**src/scrub_pkg.sv**
```systemverilog
// DDR scrubber shared definitions

`default_nettype none

package scrub_pkg;

   // ----------------------------------------------------------------------
   // sizes
   // ----------------------------------------------------------------------

   // scrubber channels, one per DDR port
   localparam int NUM_DDR = 4;

   // byte address width of a scrub burst
   localparam int ADDR_W = 64;

   // control word and ID word width
   localparam int CTL_W = 32;

   // ----------------------------------------------------------------------
   // scrub range and burst shape
   // ----------------------------------------------------------------------

   // 8 KiB per channel, enough to walk the whole sequence quickly
   localparam logic [ADDR_W-1:0] SCRB_MAX_ADDR = 64'h1FFF;

   // 16 beats of 64 bytes each
   localparam int BURST_LEN_MINUS1 = 15;
   localparam int BEAT_BYTES = 64;

   // address step from one burst to the next
   localparam int BURST_BYTES = (BURST_LEN_MINUS1 + 1) * BEAT_BYTES;

   // ----------------------------------------------------------------------
   // control word fields
   // ----------------------------------------------------------------------

   // bit i of the word enables channel i
   localparam int DBG_EN_BIT = 31;
   localparam int DBG_SEL_LSB = 28;
   localparam int DBG_SEL_W = 3;

   // fixed ID words shown while debug readout is off
   localparam logic [CTL_W-1:0] CL_ID0 = 32'h1D51_FEDD;
   localparam logic [CTL_W-1:0] CL_ID1 = 32'h1D50_6000;

   // scrubber FSM states
   typedef enum logic [1:0]
   {
      SCRB_IDLE  = 2'd0,
      SCRB_ISSUE = 2'd1,
      SCRB_DONE  = 2'd2
   } scrub_state_e;

endpackage

`default_nettype wire
```
**src/cl_scrub_top.sv**
```systemverilog
// Scrubber custom logic top

`timescale 1ns/1ps
`default_nettype none

module cl_scrub_top
   import scrub_pkg::*;
(
   input  wire logic                        clk,
   input  wire logic                        sync_rst_n,

   // control and status levels
   input  wire logic [CTL_W-1:0]            sh_cl_ctl0,
   input  wire logic [NUM_DDR-1:0]          ddr_is_ready,
   input  wire logic                        flr_assert,
   output logic                             flr_done,

   // per-channel burst requests
   output logic [NUM_DDR-1:0]               burst_valid,
   output logic [NUM_DDR*ADDR_W-1:0]        burst_addr,
   input  wire logic [NUM_DDR-1:0]          burst_ready,

   output logic [NUM_DDR-1:0]               scrb_done,
   output logic [CTL_W-1:0]                 cl_sh_id0,
   output logic [CTL_W-1:0]                 cl_sh_id1
);

   logic [NUM_DDR-1:0]         scrb_enable;
   logic [NUM_DDR-1:0]         ddr_ready_q;
   logic                       dbg_en;
   logic [DBG_SEL_W-1:0]       dbg_sel;
   logic [NUM_DDR*ADDR_W-1:0]  cur_addr;
   logic [NUM_DDR-1:0]         scrb_done_raw;

   // ----------------------------------------------------------------------
   // control
   // ----------------------------------------------------------------------

   scrub_ctl u_scrub_ctl (
      .clk          (clk),
      .sync_rst_n   (sync_rst_n),
      .sh_cl_ctl0   (sh_cl_ctl0),
      .ddr_is_ready (ddr_is_ready),
      .flr_assert   (flr_assert),
      .scrb_enable  (scrb_enable),
      .ddr_ready_q  (ddr_ready_q),
      .dbg_en       (dbg_en),
      .dbg_sel      (dbg_sel),
      .flr_done     (flr_done)
   );

   // ----------------------------------------------------------------------
   // scrubber channels
   // ----------------------------------------------------------------------

   for (genvar i = 0; i < NUM_DDR; i++)
   begin : g_chan
      ddr_scrubber u_ddr_scrubber (
         .clk         (clk),
         .sync_rst_n  (sync_rst_n),
         .enable      (scrb_enable[i]),
         .ddr_ready   (ddr_ready_q[i]),
         .burst_valid (burst_valid[i]),
         .burst_addr  (burst_addr[i*ADDR_W +: ADDR_W]),
         .burst_ready (burst_ready[i]),
         .cur_addr    (cur_addr[i*ADDR_W +: ADDR_W]),
         .done        (scrb_done_raw[i])
      );
   end

   // ----------------------------------------------------------------------
   // status
   // ----------------------------------------------------------------------

   scrub_status u_scrub_status (
      .clk           (clk),
      .sync_rst_n    (sync_rst_n),
      .dbg_en        (dbg_en),
      .dbg_sel       (dbg_sel),
      .cur_addr      (cur_addr),
      .scrb_done_raw (scrb_done_raw),
      .cl_sh_id0     (cl_sh_id0),
      .cl_sh_id1     (cl_sh_id1),
      .scrb_done     (scrb_done)
   );

endmodule

`default_nettype wire

```
**src/scrub_status.sv**
```systemverilog
// Scrub status and ID readout

`timescale 1ns/1ps
`default_nettype none

module scrub_status
   import scrub_pkg::*;
(
   input  wire logic                        clk,
   input  wire logic                        sync_rst_n,

   input  wire logic                        dbg_en,
   input  wire logic [DBG_SEL_W-1:0]        dbg_sel,
   input  wire logic [NUM_DDR*ADDR_W-1:0]   cur_addr,
   input  wire logic [NUM_DDR-1:0]          scrb_done_raw,

   output logic [CTL_W-1:0]                 cl_sh_id0,
   output logic [CTL_W-1:0]                 cl_sh_id1,
   output logic [NUM_DDR-1:0]               scrb_done
);

   logic [ADDR_W-1:0] sel_addr;

   // ----------------------------------------------------------------------
   // debug channel select
   // ----------------------------------------------------------------------

   // out-of-range selects fall back to channel 0
   always_comb
   begin
      sel_addr = cur_addr[0 +: ADDR_W];
      for (int i = 1; i < NUM_DDR; i++)
      begin
         if (int'(dbg_sel) == i)
         begin
            sel_addr = cur_addr[i*ADDR_W +: ADDR_W];
         end
      end
   end

   // ID words, low half on id0 and high half on id1
   always_ff @(posedge clk)
   begin
      if (dbg_en)
      begin
         cl_sh_id0 <= sel_addr[CTL_W-1:0];
         cl_sh_id1 <= sel_addr[ADDR_W-1:CTL_W];
      end
      else
      begin
         cl_sh_id0 <= CL_ID0;
         cl_sh_id1 <= CL_ID1;
      end
   end

   // ----------------------------------------------------------------------
   // done flags
   // ----------------------------------------------------------------------

   always_ff @(posedge clk or negedge sync_rst_n)
   begin
      if (!sync_rst_n)
      begin
         scrb_done <= '0;
      end
      else
      begin
         scrb_done <= scrb_done_raw;
      end
   end

endmodule

`default_nettype wire

```
**src/ddr_scrubber.sv**
```systemverilog
// DDR scrubber channel

`timescale 1ns/1ps
`default_nettype none

module ddr_scrubber
   import scrub_pkg::*;
(
   input  wire logic                clk,
   input  wire logic                sync_rst_n,

   input  wire logic                enable,
   input  wire logic                ddr_ready,

   // burst request toward the memory
   output logic                     burst_valid,
   output logic [ADDR_W-1:0]        burst_addr,
   input  wire logic                burst_ready,

   // status
   output logic [ADDR_W-1:0]        cur_addr,
   output logic                     done
);

   scrub_state_e      state;
   logic [ADDR_W-1:0] addr;
   logic [ADDR_W-1:0] next_addr;
   logic              last_burst;
   logic              accept;

   assign accept    = burst_valid && burst_ready;
   assign next_addr = addr + ADDR_W'(BURST_BYTES);

   // next step would run past the end of the range
   assign last_burst = next_addr > SCRB_MAX_ADDR;

   // ----------------------------------------------------------------------
   // scrub FSM and address counter
   // ----------------------------------------------------------------------

   always_ff @(posedge clk or negedge sync_rst_n)
   begin
      if (!sync_rst_n)
      begin
         state <= SCRB_IDLE;
         addr  <= '0;
      end
      else if (!enable)
      begin
         // dropping the enable aborts and rewinds from any state
         state <= SCRB_IDLE;
         addr  <= '0;
      end
      else
      begin
         case (state)
            SCRB_IDLE:
            begin
               if (ddr_ready)
               begin
                  state <= SCRB_ISSUE;
                  addr  <= '0;
               end
            end
            SCRB_ISSUE:
            begin
               if (accept)
               begin
                  if (last_burst)
                  begin
                     state <= SCRB_DONE;
                  end
                  else
                  begin
                     addr <= next_addr;
                  end
               end
            end
            SCRB_DONE:
            begin
               // park here, address keeps the final burst
               state <= SCRB_DONE;
            end
            default:
            begin
               state <= SCRB_IDLE;
            end
         endcase
      end
   end

   assign burst_valid = (state == SCRB_ISSUE);
   assign burst_addr  = addr;
   assign cur_addr    = addr;
   assign done        = (state == SCRB_DONE);

   // ----------------------------------------------------------------------
   // checks
   // ----------------------------------------------------------------------

   // a stalled burst keeps its address
   a_addr_stable : assert property (
      @(posedge clk) disable iff (!sync_rst_n)
      (burst_valid && !burst_ready && enable) |=> $stable(burst_addr)
   );

   a_done_no_valid : assert property (
      @(posedge clk) disable iff (!sync_rst_n)
      !(done && burst_valid)
   );

   a_addr_aligned : assert property (
      @(posedge clk) disable iff (!sync_rst_n)
      (burst_addr % ADDR_W'(BURST_BYTES)) == '0
   );

endmodule

`default_nettype wire

```
**src/scrub_ctl.sv**
```systemverilog
// Scrub control register

`timescale 1ns/1ps
`default_nettype none

module scrub_ctl
   import scrub_pkg::*;
(
   input  wire logic                 clk,
   input  wire logic                 sync_rst_n,

   input  wire logic [CTL_W-1:0]     sh_cl_ctl0,
   input  wire logic [NUM_DDR-1:0]   ddr_is_ready,
   input  wire logic                 flr_assert,

   output logic [NUM_DDR-1:0]        scrb_enable,
   output logic [NUM_DDR-1:0]        ddr_ready_q,
   output logic                      dbg_en,
   output logic [DBG_SEL_W-1:0]      dbg_sel,
   output logic                      flr_done
);

   logic [CTL_W-1:0] ctl_q;
   logic             flr_assert_q;

   // ----------------------------------------------------------------------
   // control word and ready levels
   // ----------------------------------------------------------------------

   always_ff @(posedge clk or negedge sync_rst_n)
   begin
      if (!sync_rst_n)
      begin
         ctl_q       <= '0;
         ddr_ready_q <= '0;
      end
      else
      begin
         ctl_q       <= sh_cl_ctl0;
         ddr_ready_q <= ddr_is_ready;
      end
   end

   // one enable bit per channel, straight map
   assign scrb_enable = ctl_q[NUM_DDR-1:0];

   // debug readout fields in the top nibble
   assign dbg_en  = ctl_q[DBG_EN_BIT];
   assign dbg_sel = ctl_q[DBG_SEL_LSB +: DBG_SEL_W];

   // ----------------------------------------------------------------------
   // function-level reset response
   // ----------------------------------------------------------------------

   always_ff @(posedge clk or negedge sync_rst_n)
   begin
      if (!sync_rst_n)
      begin
         flr_assert_q <= 1'b0;
         flr_done     <= 1'b0;
      end
      else
      begin
         flr_assert_q <= flr_assert;
         // single-cycle answer, suppressed right after a pulse
         flr_done     <= flr_assert_q && !flr_done;
      end
   end

   // done must drop again after one cycle
   a_flr_done_single : assert property (
      @(posedge clk) disable iff (!sync_rst_n)
      flr_done |=> !flr_done
   );

endmodule

`default_nettype wire

```
**config.mk**
```make
export PLATFORM = sky130hd
export DESIGN_NAME = cl_scrub_top
export DESIGN_NICKNAME = d
export VERILOG_FILES = /design/src/scrub_pkg.sv /design/src/cl_scrub_top.sv /design/src/scrub_status.sv /design/src/ddr_scrubber.sv /design/src/scrub_ctl.sv
export SDC_FILE = /design/constraint.sdc
export NUM_CORES = 1
export LEC_CHECK = 0
export CAP_MARGIN = 20
export CELL_PAD_IN_SITES_DETAIL_PLACEMENT = 1
export CELL_PAD_IN_SITES_GLOBAL_PLACEMENT = 1
export CORE_MARGIN = 2
export CORE_UTILIZATION = 50
export DETAILED_ROUTE_END_ITERATION = 16
export DONT_BUFFER_PORTS = 1
export PLACE_DENSITY_LB_ADDON = 0.1
export RECOVER_POWER = 50
export SETUP_SLACK_MARGIN = 0.1
export SLEW_MARGIN = 20
export SYNTH_ARGS = -nofsm -noshare
export SYNTH_HDL_FRONTEND = slang
export SYNTH_HIERARCHICAL = 1
export SYNTH_SLANG_ARGS = --single-unit
```
**constraint.sdc**
```tcl
create_clock -name clk -period 4.3 [get_ports clk]
set_input_delay 0.86 -clock clk [delete_from_list [all_inputs] [get_ports clk]]
set_output_delay 0.86 -clock clk [all_outputs]
set_load 0.02 [all_outputs]
```
Word-level counts from Yosys, hierarchy flattened
Index checks and enable logic that the tools add are counted.
Widths: inputs -> output; s select.
{"block": "word_totals", "register_bits": 370, "inputBits": 43, "output_inout_bits": 329, "wordCells": 115}
{"block": "classes", "n_addsub": 4, "n_lt_le_gt_ge": 4, "n_eq_ne": 31, "mux": 43, "reduce_logical": 18}
{"operator": "$mux 64", "n": 19}
{"operator": "$pmux 64 s2", "n": 4}
{"operator": "$add 64x11->64 const B", "n": 4}
{"operator": "$gt 64x13->1 const B", "n": 4}
{"operator": "$ne 3x3->1 const B", "n": 16}
{"operator": "$mux 2", "n": 16}
{"operator": "$pmux 2 s3", "n": 4}
{"operator": "$reduce_and 4->1", "n": 4}
{"operator": "$ne 3x1->1 const B", "n": 4}
{"operator": "$reduce_and 3->1", "n": 4}
{"operator": "$eq 2x1->1 const B", "n": 4}
{"operator": "$eq 2x2->1 const B", "n": 4}
{"operator": "$logic_not 2->1", "n": 4}
{"operator": "$eq 3x3->1 const B", "n": 2}
{"operator": "$logic_and 1x1->1", "n": 5}
{"operator": "$eq 3x2->1 const B", "n": 1}
{"operator": "$logic_not 1->1", "n": 1}

Longest topological paths before layout
{"block": "logic_depth", "ltp_word": 6, "depth_mapped": 12, "ltp_nobuf": 10}

Cells and area by module
The synthesis kept the hierarchy.
{"mod": "ddr_scrubber (g_chan[0].u_ddr_scrubber ...)", "instances": 3, "cells_per_inst": 488, "area_per_inst_um2": 4240.3, "seq_area_each_um2": 1401.3}
{"mod": "ddr_scrubber (g_chan[3].u_ddr_scrubber)", "instances": 1, "cells_per_inst": 447, "area_per_inst_um2": 4067.7, "seq_area_each_um2": 1401.3}
{"mod": "scrub_status", "instances": 1, "cells_per_inst": 338, "area_per_inst_um2": 3728.6, "seq_area_each_um2": 1381.3}
{"mod": "scrub_ctl", "instances": 1, "cells_per_inst": 15, "area_per_inst_um2": 364.1, "seq_area_each_um2": 350.3}

Worst setup path before layout
No wires, ideal clock.
{"block": "synth_path", "kind": "register to register", "from": "register g_chan[0].u_ddr_scrubber.addr[10]", "to": "register g_chan[0].u_ddr_scrubber.addr[12]", "t_arrival_ns": 3.344, "slack_ns": 0.878, "stages_incl_launch_ff": 12, "n_path_buf": 1, "cell_sequence": "dfrtp_1 -> ha_1 -> and3_1 -> clkbuf_1 -> nand2_1 -> nor4b_1 -> and3_1 -> xnor2_1 -> nand3_1 -> or4b_4 -> or4_1 -> a21oi_1"}
{"block": "synth_between", "elab_chain_len": 5}
{"item": "start: declaration", "line_no": "ddr_scrubber.sv:26", "source": "logic [ADDR_W-1:0] addr;"}
{"item": "start signal: assignment", "line_no": "ddr_scrubber.sv:75", "source": "addr <= next_addr;"}
{"item": "$add 64x11->64 (*)", "line_no": "ddr_scrubber.sv:32", "source": "assign next_addr = addr + ADDR_W'(BURST_BYTES);"}
{"item": "branches (longest 4 deep; another with $gt 64x13->1)"}
Mark *: on every way between the ends. The select of a mux whose other input is x is not followed.
A chain may end at the register's enable or synchronous reset.

Worst setup path after layout
{"block": "layout_path", "from": "register g_chan[1].u_ddr_scrubber.addr[11]", "to": "register g_chan[1].u_ddr_scrubber.addr[12]"}
{"block": "layout_between", "elab_chain_len": 5}
{"item": "start: declaration", "line_no": "ddr_scrubber.sv:26"}
{"item": "start signal: assignment", "line_no": "ddr_scrubber.sv:75"}
{"item": "$add 64x11->64 (*)", "line_no": "ddr_scrubber.sv:32"}
{"item": "branches (longest 4 deep; another with $gt 64x13->1)"}
Marks and branches as above.

==> impl_metrics.env <==
export IMPL_seqPwrFrac_pct=42.8
export IMPL_grt_max_degree=243
export IMPL_tightest_slew_ns=1.61
export IMPL_io_pins=372
export IMPL_setup_viol=0
export IMPL_critical_path_most_common_cell="or4_1"
export IMPL_grt_pass1_vias=17800
export IMPL_crit_type="flop to flop"
export IMPL_violations="negative hold slack, max-capacitance violations, max-slew violations"
export IMPL_ys_seq_area_share_pct=35.1
export IMPL_fmax_mhz=252
export IMPL_fin_crit_ns=3.96
export IMPL_path_cells="clkbuf_1, nand4_2, nor4_4, nand4_1, or4_1, a22oi_2, nand3_1, or4b_4, or4_1, a21oi_1"
export IMPL_cts_max_path_buffers=3
export IMPL_start_util_pct=50.9
export IMPL_critical_path_top_delay_family="simple AND/OR/NAND/NOR gates"
export IMPL_antenna_left=0
export IMPL_hp_class="input pin to asynchronous set/reset pin"
export IMPL_synth_edf_count=0
export IMPL_drtIter0Drc=1612
export IMPL_routed_via_density=6.75
export IMPL_critPathLaunchType="flop"
export IMPL_rsz0062_at_grt="no"
export IMPL_syn_to_final_growth_pct=1.95
export IMPL_hold_slack_ns=-0.00387
export IMPL_drt_wl_total_mm=80.4
export IMPL_yosysWarnings=6
export IMPL_core_sq_mm=0.0410
export IMPL_rows=74
export IMPL_die_width_microns=208
export IMPL_fin_crit_sh_pct=92.1
export IMPL_p_sw_mw=2.19
export IMPL_drc_errors=0
export IMPL_cp_depth=10
export IMPL_place_hpwl_mm=60.7
export IMPL_p_int_mw=5.06
export IMPL_regToRegStartpoint="g_chan[1].u_ddr_scrubber/burst_addr[11]$_DFFE_PN0P_"
export IMPL_drv_cap=1
export IMPL_power_density_mw_per_mm2=341
export IMPL_drt_pass1_iter_count=5
export IMPL_cp_end_kind="flop"
export IMPL_async_reset_ff_share_pct=79.1
export IMPL_fin_util_pct=51.9
export IMPL_ir_drop_uv=415
export IMPL_grt_pass1_wl_mm=119
export IMPL_portBuffers=0
export IMPL_ys_types=92
export IMPL_ys_flop_type="dfrtp_1"
export IMPL_cts_max_level=2
export IMPL_cp_slowest_cell="or4b_4"
export IMPL_critical_path_arrival_ns=4.45
export IMPL_num_vias=18200
export IMPL_wl_per_cell_microns=29.8
export IMPL_design_die_area_sq_mm=0.0434
export IMPL_ys_ff_latch=306
export IMPL_post_cts_resized=0
export IMPL_syn_avg_cell_area_sq_um=9.22
export IMPL_slew_violations=36
export IMPL_diodes=0
export IMPL_drive_gt1_share_pct=18.1
export IMPL_antenna_found_initial=0
export IMPL_clkPwrFrac_pct=43.8
export IMPL_r2r_end="g_chan[1].u_ddr_scrubber/burst_addr[12]$_DFFE_PN0P_"
export IMPL_overflow=0
export IMPL_slew_headroom_pct=-7.22
export IMPL_fin_skew_ns=0.0417
export IMPL_crit_path_max_incr_delay_ns=0.59
export IMPL_p_leak_nw=9.12
export IMPL_die_y_microns=208
export IMPL_cts_buffers=36
export IMPL_root_buffer="clkbuf_16"
export IMPL_swShare_pct=30.2
export IMPL_status="finished, violations left"
export IMPL_postCtsSetupRepairBufs=0
export IMPL_netlist_area_sq_mm=0.0209
export IMPL_cts_sinks=306
export IMPL_crit_fanout=8
export IMPL_r2r_cells=10
export IMPL_insertion_delay_ns=0.59
export IMPL_timing_hold_violations_final=5
export IMPL_place_congestion=0.963
export IMPL_clkTransAtPathRegs_ns=0.06
export IMPL_comb_power_share_pct=13.4
export IMPL_fin_setup_tns_ns=0
export IMPL_syn_instance_count=2264
export IMPL_r2r_slack_ns=0.34
export IMPL_track_usage_pct=36.2
export IMPL_fin_nets=2201
export IMPL_path_buf_inv=1
export IMPL_cts_tree="yes"
export IMPL_worst_ep_required_time_ns=4.79
==> power groups by stage <==
| stage | sequential (mW) | combinational, mW | clock (mW) |
|---|---|---|---|
| global route | 3.11 | 1.05 | 3.33 |
| global placement | 3.15 | 0.921 | 0 |
| CTS | 3.10 | 0.956 | 3.23 |
| finish | 3.10 | 0.972 | 3.18 |
| floorplan | 3.14 | 0.727 | 0 |
| detailed placement | 3.16 | 0.950 | 0 |
==> cell families after synthesis <==
group,Yosys count,synth area share [%]
other cells,4,0.0719
buf+inv,448,14.5
flops,306,35.1
xor+xnor,60,2.52
fa+ha+maj,20,1.20
mux,39,1.94
compound gates,367,15.5
simple gates,1020,29.2
==> how the worst max path moves through the flow <==
stage	start	endpoint	slack [ns]
finish	g_chan[1].u_ddr_scrubber/burst_addr[11]$_DFFE_PN0P_	g_chan[1].u_ddr_scrubber/burst_addr[12]$_DFFE_PN0P_	0.34
global route	g_chan[0].u_ddr_scrubber/burst_addr[33]$_DFFE_PN0P_	g_chan[0].u_ddr_scrubber/state[0]$_DFFE_PN0P_	0.11
CTS	g_chan[2].u_ddr_scrubber/burst_addr[10]$_DFFE_PN0P_	g_chan[2].u_ddr_scrubber/state[0]$_DFFE_PN0P_	0.44
detailed placement	g_chan[2].u_ddr_scrubber/burst_addr[10]$_DFFE_PN0P_	g_chan[2].u_ddr_scrubber/state[0]$_DFFE_PN0P_	0.42
global placement	g_chan[2].u_ddr_scrubber/burst_addr[10]$_DFFE_PN0P_	g_chan[2].u_ddr_scrubber/burst_addr[12]$_DFFE_PN0P_	0.53
floorplan	g_chan[0].u_ddr_scrubber/burst_addr[10]$_DFFE_PN0P_	g_chan[0].u_ddr_scrubber/burst_addr[12]$_DFFE_PN0P_	0.88
==> registers in the layout, summed over array words and instances, names as in the netlist <==
name                              flops
u_scrub_status/cl_sh_id0             32
u_scrub_status/scrb_done              4
u_scrub_ctl/flr_assert_q              1
u_scrub_status/cl_sh_id1             32
u_scrub_ctl/ddr_ready_q               4
u_scrub_ctl/flr_done                  1
g_chan.u_ddr_scrubber/burst_addr    216
g_chan.u_ddr_scrubber/state           8
u_scrub_ctl/ctl_q                     8
==> layout by cell type (no fill, tap or decap), types with 35 or more instances in the layout <==
master       n
dfrtp_1    242
and3_1     201
nand2_1    166
buf_4      111
nand4_1    105
nand3_1    104
conb_1      80
nor2_1      77
nor3_1      66
nor4_1      64
dfxtp_1     64
clkbuf_1    58
clkbuf_16   40
xnor2_1     40
inv_1       37
o21ai_0     36
o22ai_1     36
and2_1      35
==> Yosys cell counts, types with 8 or more instances <==
master     number  area [sq um]
or2_2          18           113
dfxtp_1        64          1280
a311o_1         9          90.1
inv_1          37           139
nor3_1         66           330
nand2_1       166           623
buf_2          25           125
o2111ai_1      15           131
a22oi_1        12          90.1
xor2_1         20           175
or4_1          15           113
ha_1           20           250
nor4_1         64           400
a22oi_2        23           288
xnor2_1        40           350
mux2_2         11           124
nand4_1       105           657
dfrtp_1       242          6060
and2_1         35           219
nand3_1       104           521
and3_1        201          1260
o2111ai_2      20           300
nand3b_1        8          60.1
buf_4         304          2280
nand2b_1       13          81.3
a31o_2         12           105
clkbuf_1       62           233
a221oi_1        9          78.8
a211oi_1       15           113
nor2_1         77           289
a31oi_1        16           100
a21oi_2        31           272
o221ai_2       30           450
buf_6          13           146
o21ai_0        36           180
and2_4         30           263
mux2i_1        28           280
o22ai_1        36           225
nand4b_1       15           131
or3_1          14          87.6
a21oi_1        28           140
and4_1         28           245
==> routing by layer <==
layer | vias to the layer above | GRT usage [%] | share of wire [%]
met5 | - | 0 | 0
met4 | 0 | 13.5 | 3.8
met3 | 157 | 10.0 | 8.9
met2 | 765 | 55.9 | 45
met1 | 9418 | 48.4 | 42
li1 | 7859 | - | -
==> area by class of cell <==
type | count | area, sq um
multi-input cells | 1586 | 10800
fillers | 4696 | 19700
clock buffers | 50 | 1110
flip-flops and latches | 306 | 7340
inverters | 38 | 143
clock inverters | 16 | 134
well taps | 532 | 666
repair buffers | 170 | 1120
==> stage by stage <==
| step | cells | worst slack, ns | cell area [sq um] | power, mW | hold slack [ns] |
|---|---|---|---|---|---|
| 3_3_place_gp | 2630 | 0.535 | 20300 | 4.07 | 0.458 |
| 2_1_floorplan | 2340 | 0.878 | 21200 | 3.87 | 0.450 |
| 3_5_place_dp | 2630 | 0.424 | 20300 | 4.11 | 0.464 |
| 4_1_cts | 2696 | 0.439 | 21500 | 7.29 | -0.0303 |
| 6_report | 2698 | 0.338 | 21300 | 7.26 | -0.00387 |
| 5_1_grt | 2698 | 0.109 | 21300 | 7.49 | -0.0253 |
Power figures use the tool's default switching activity.
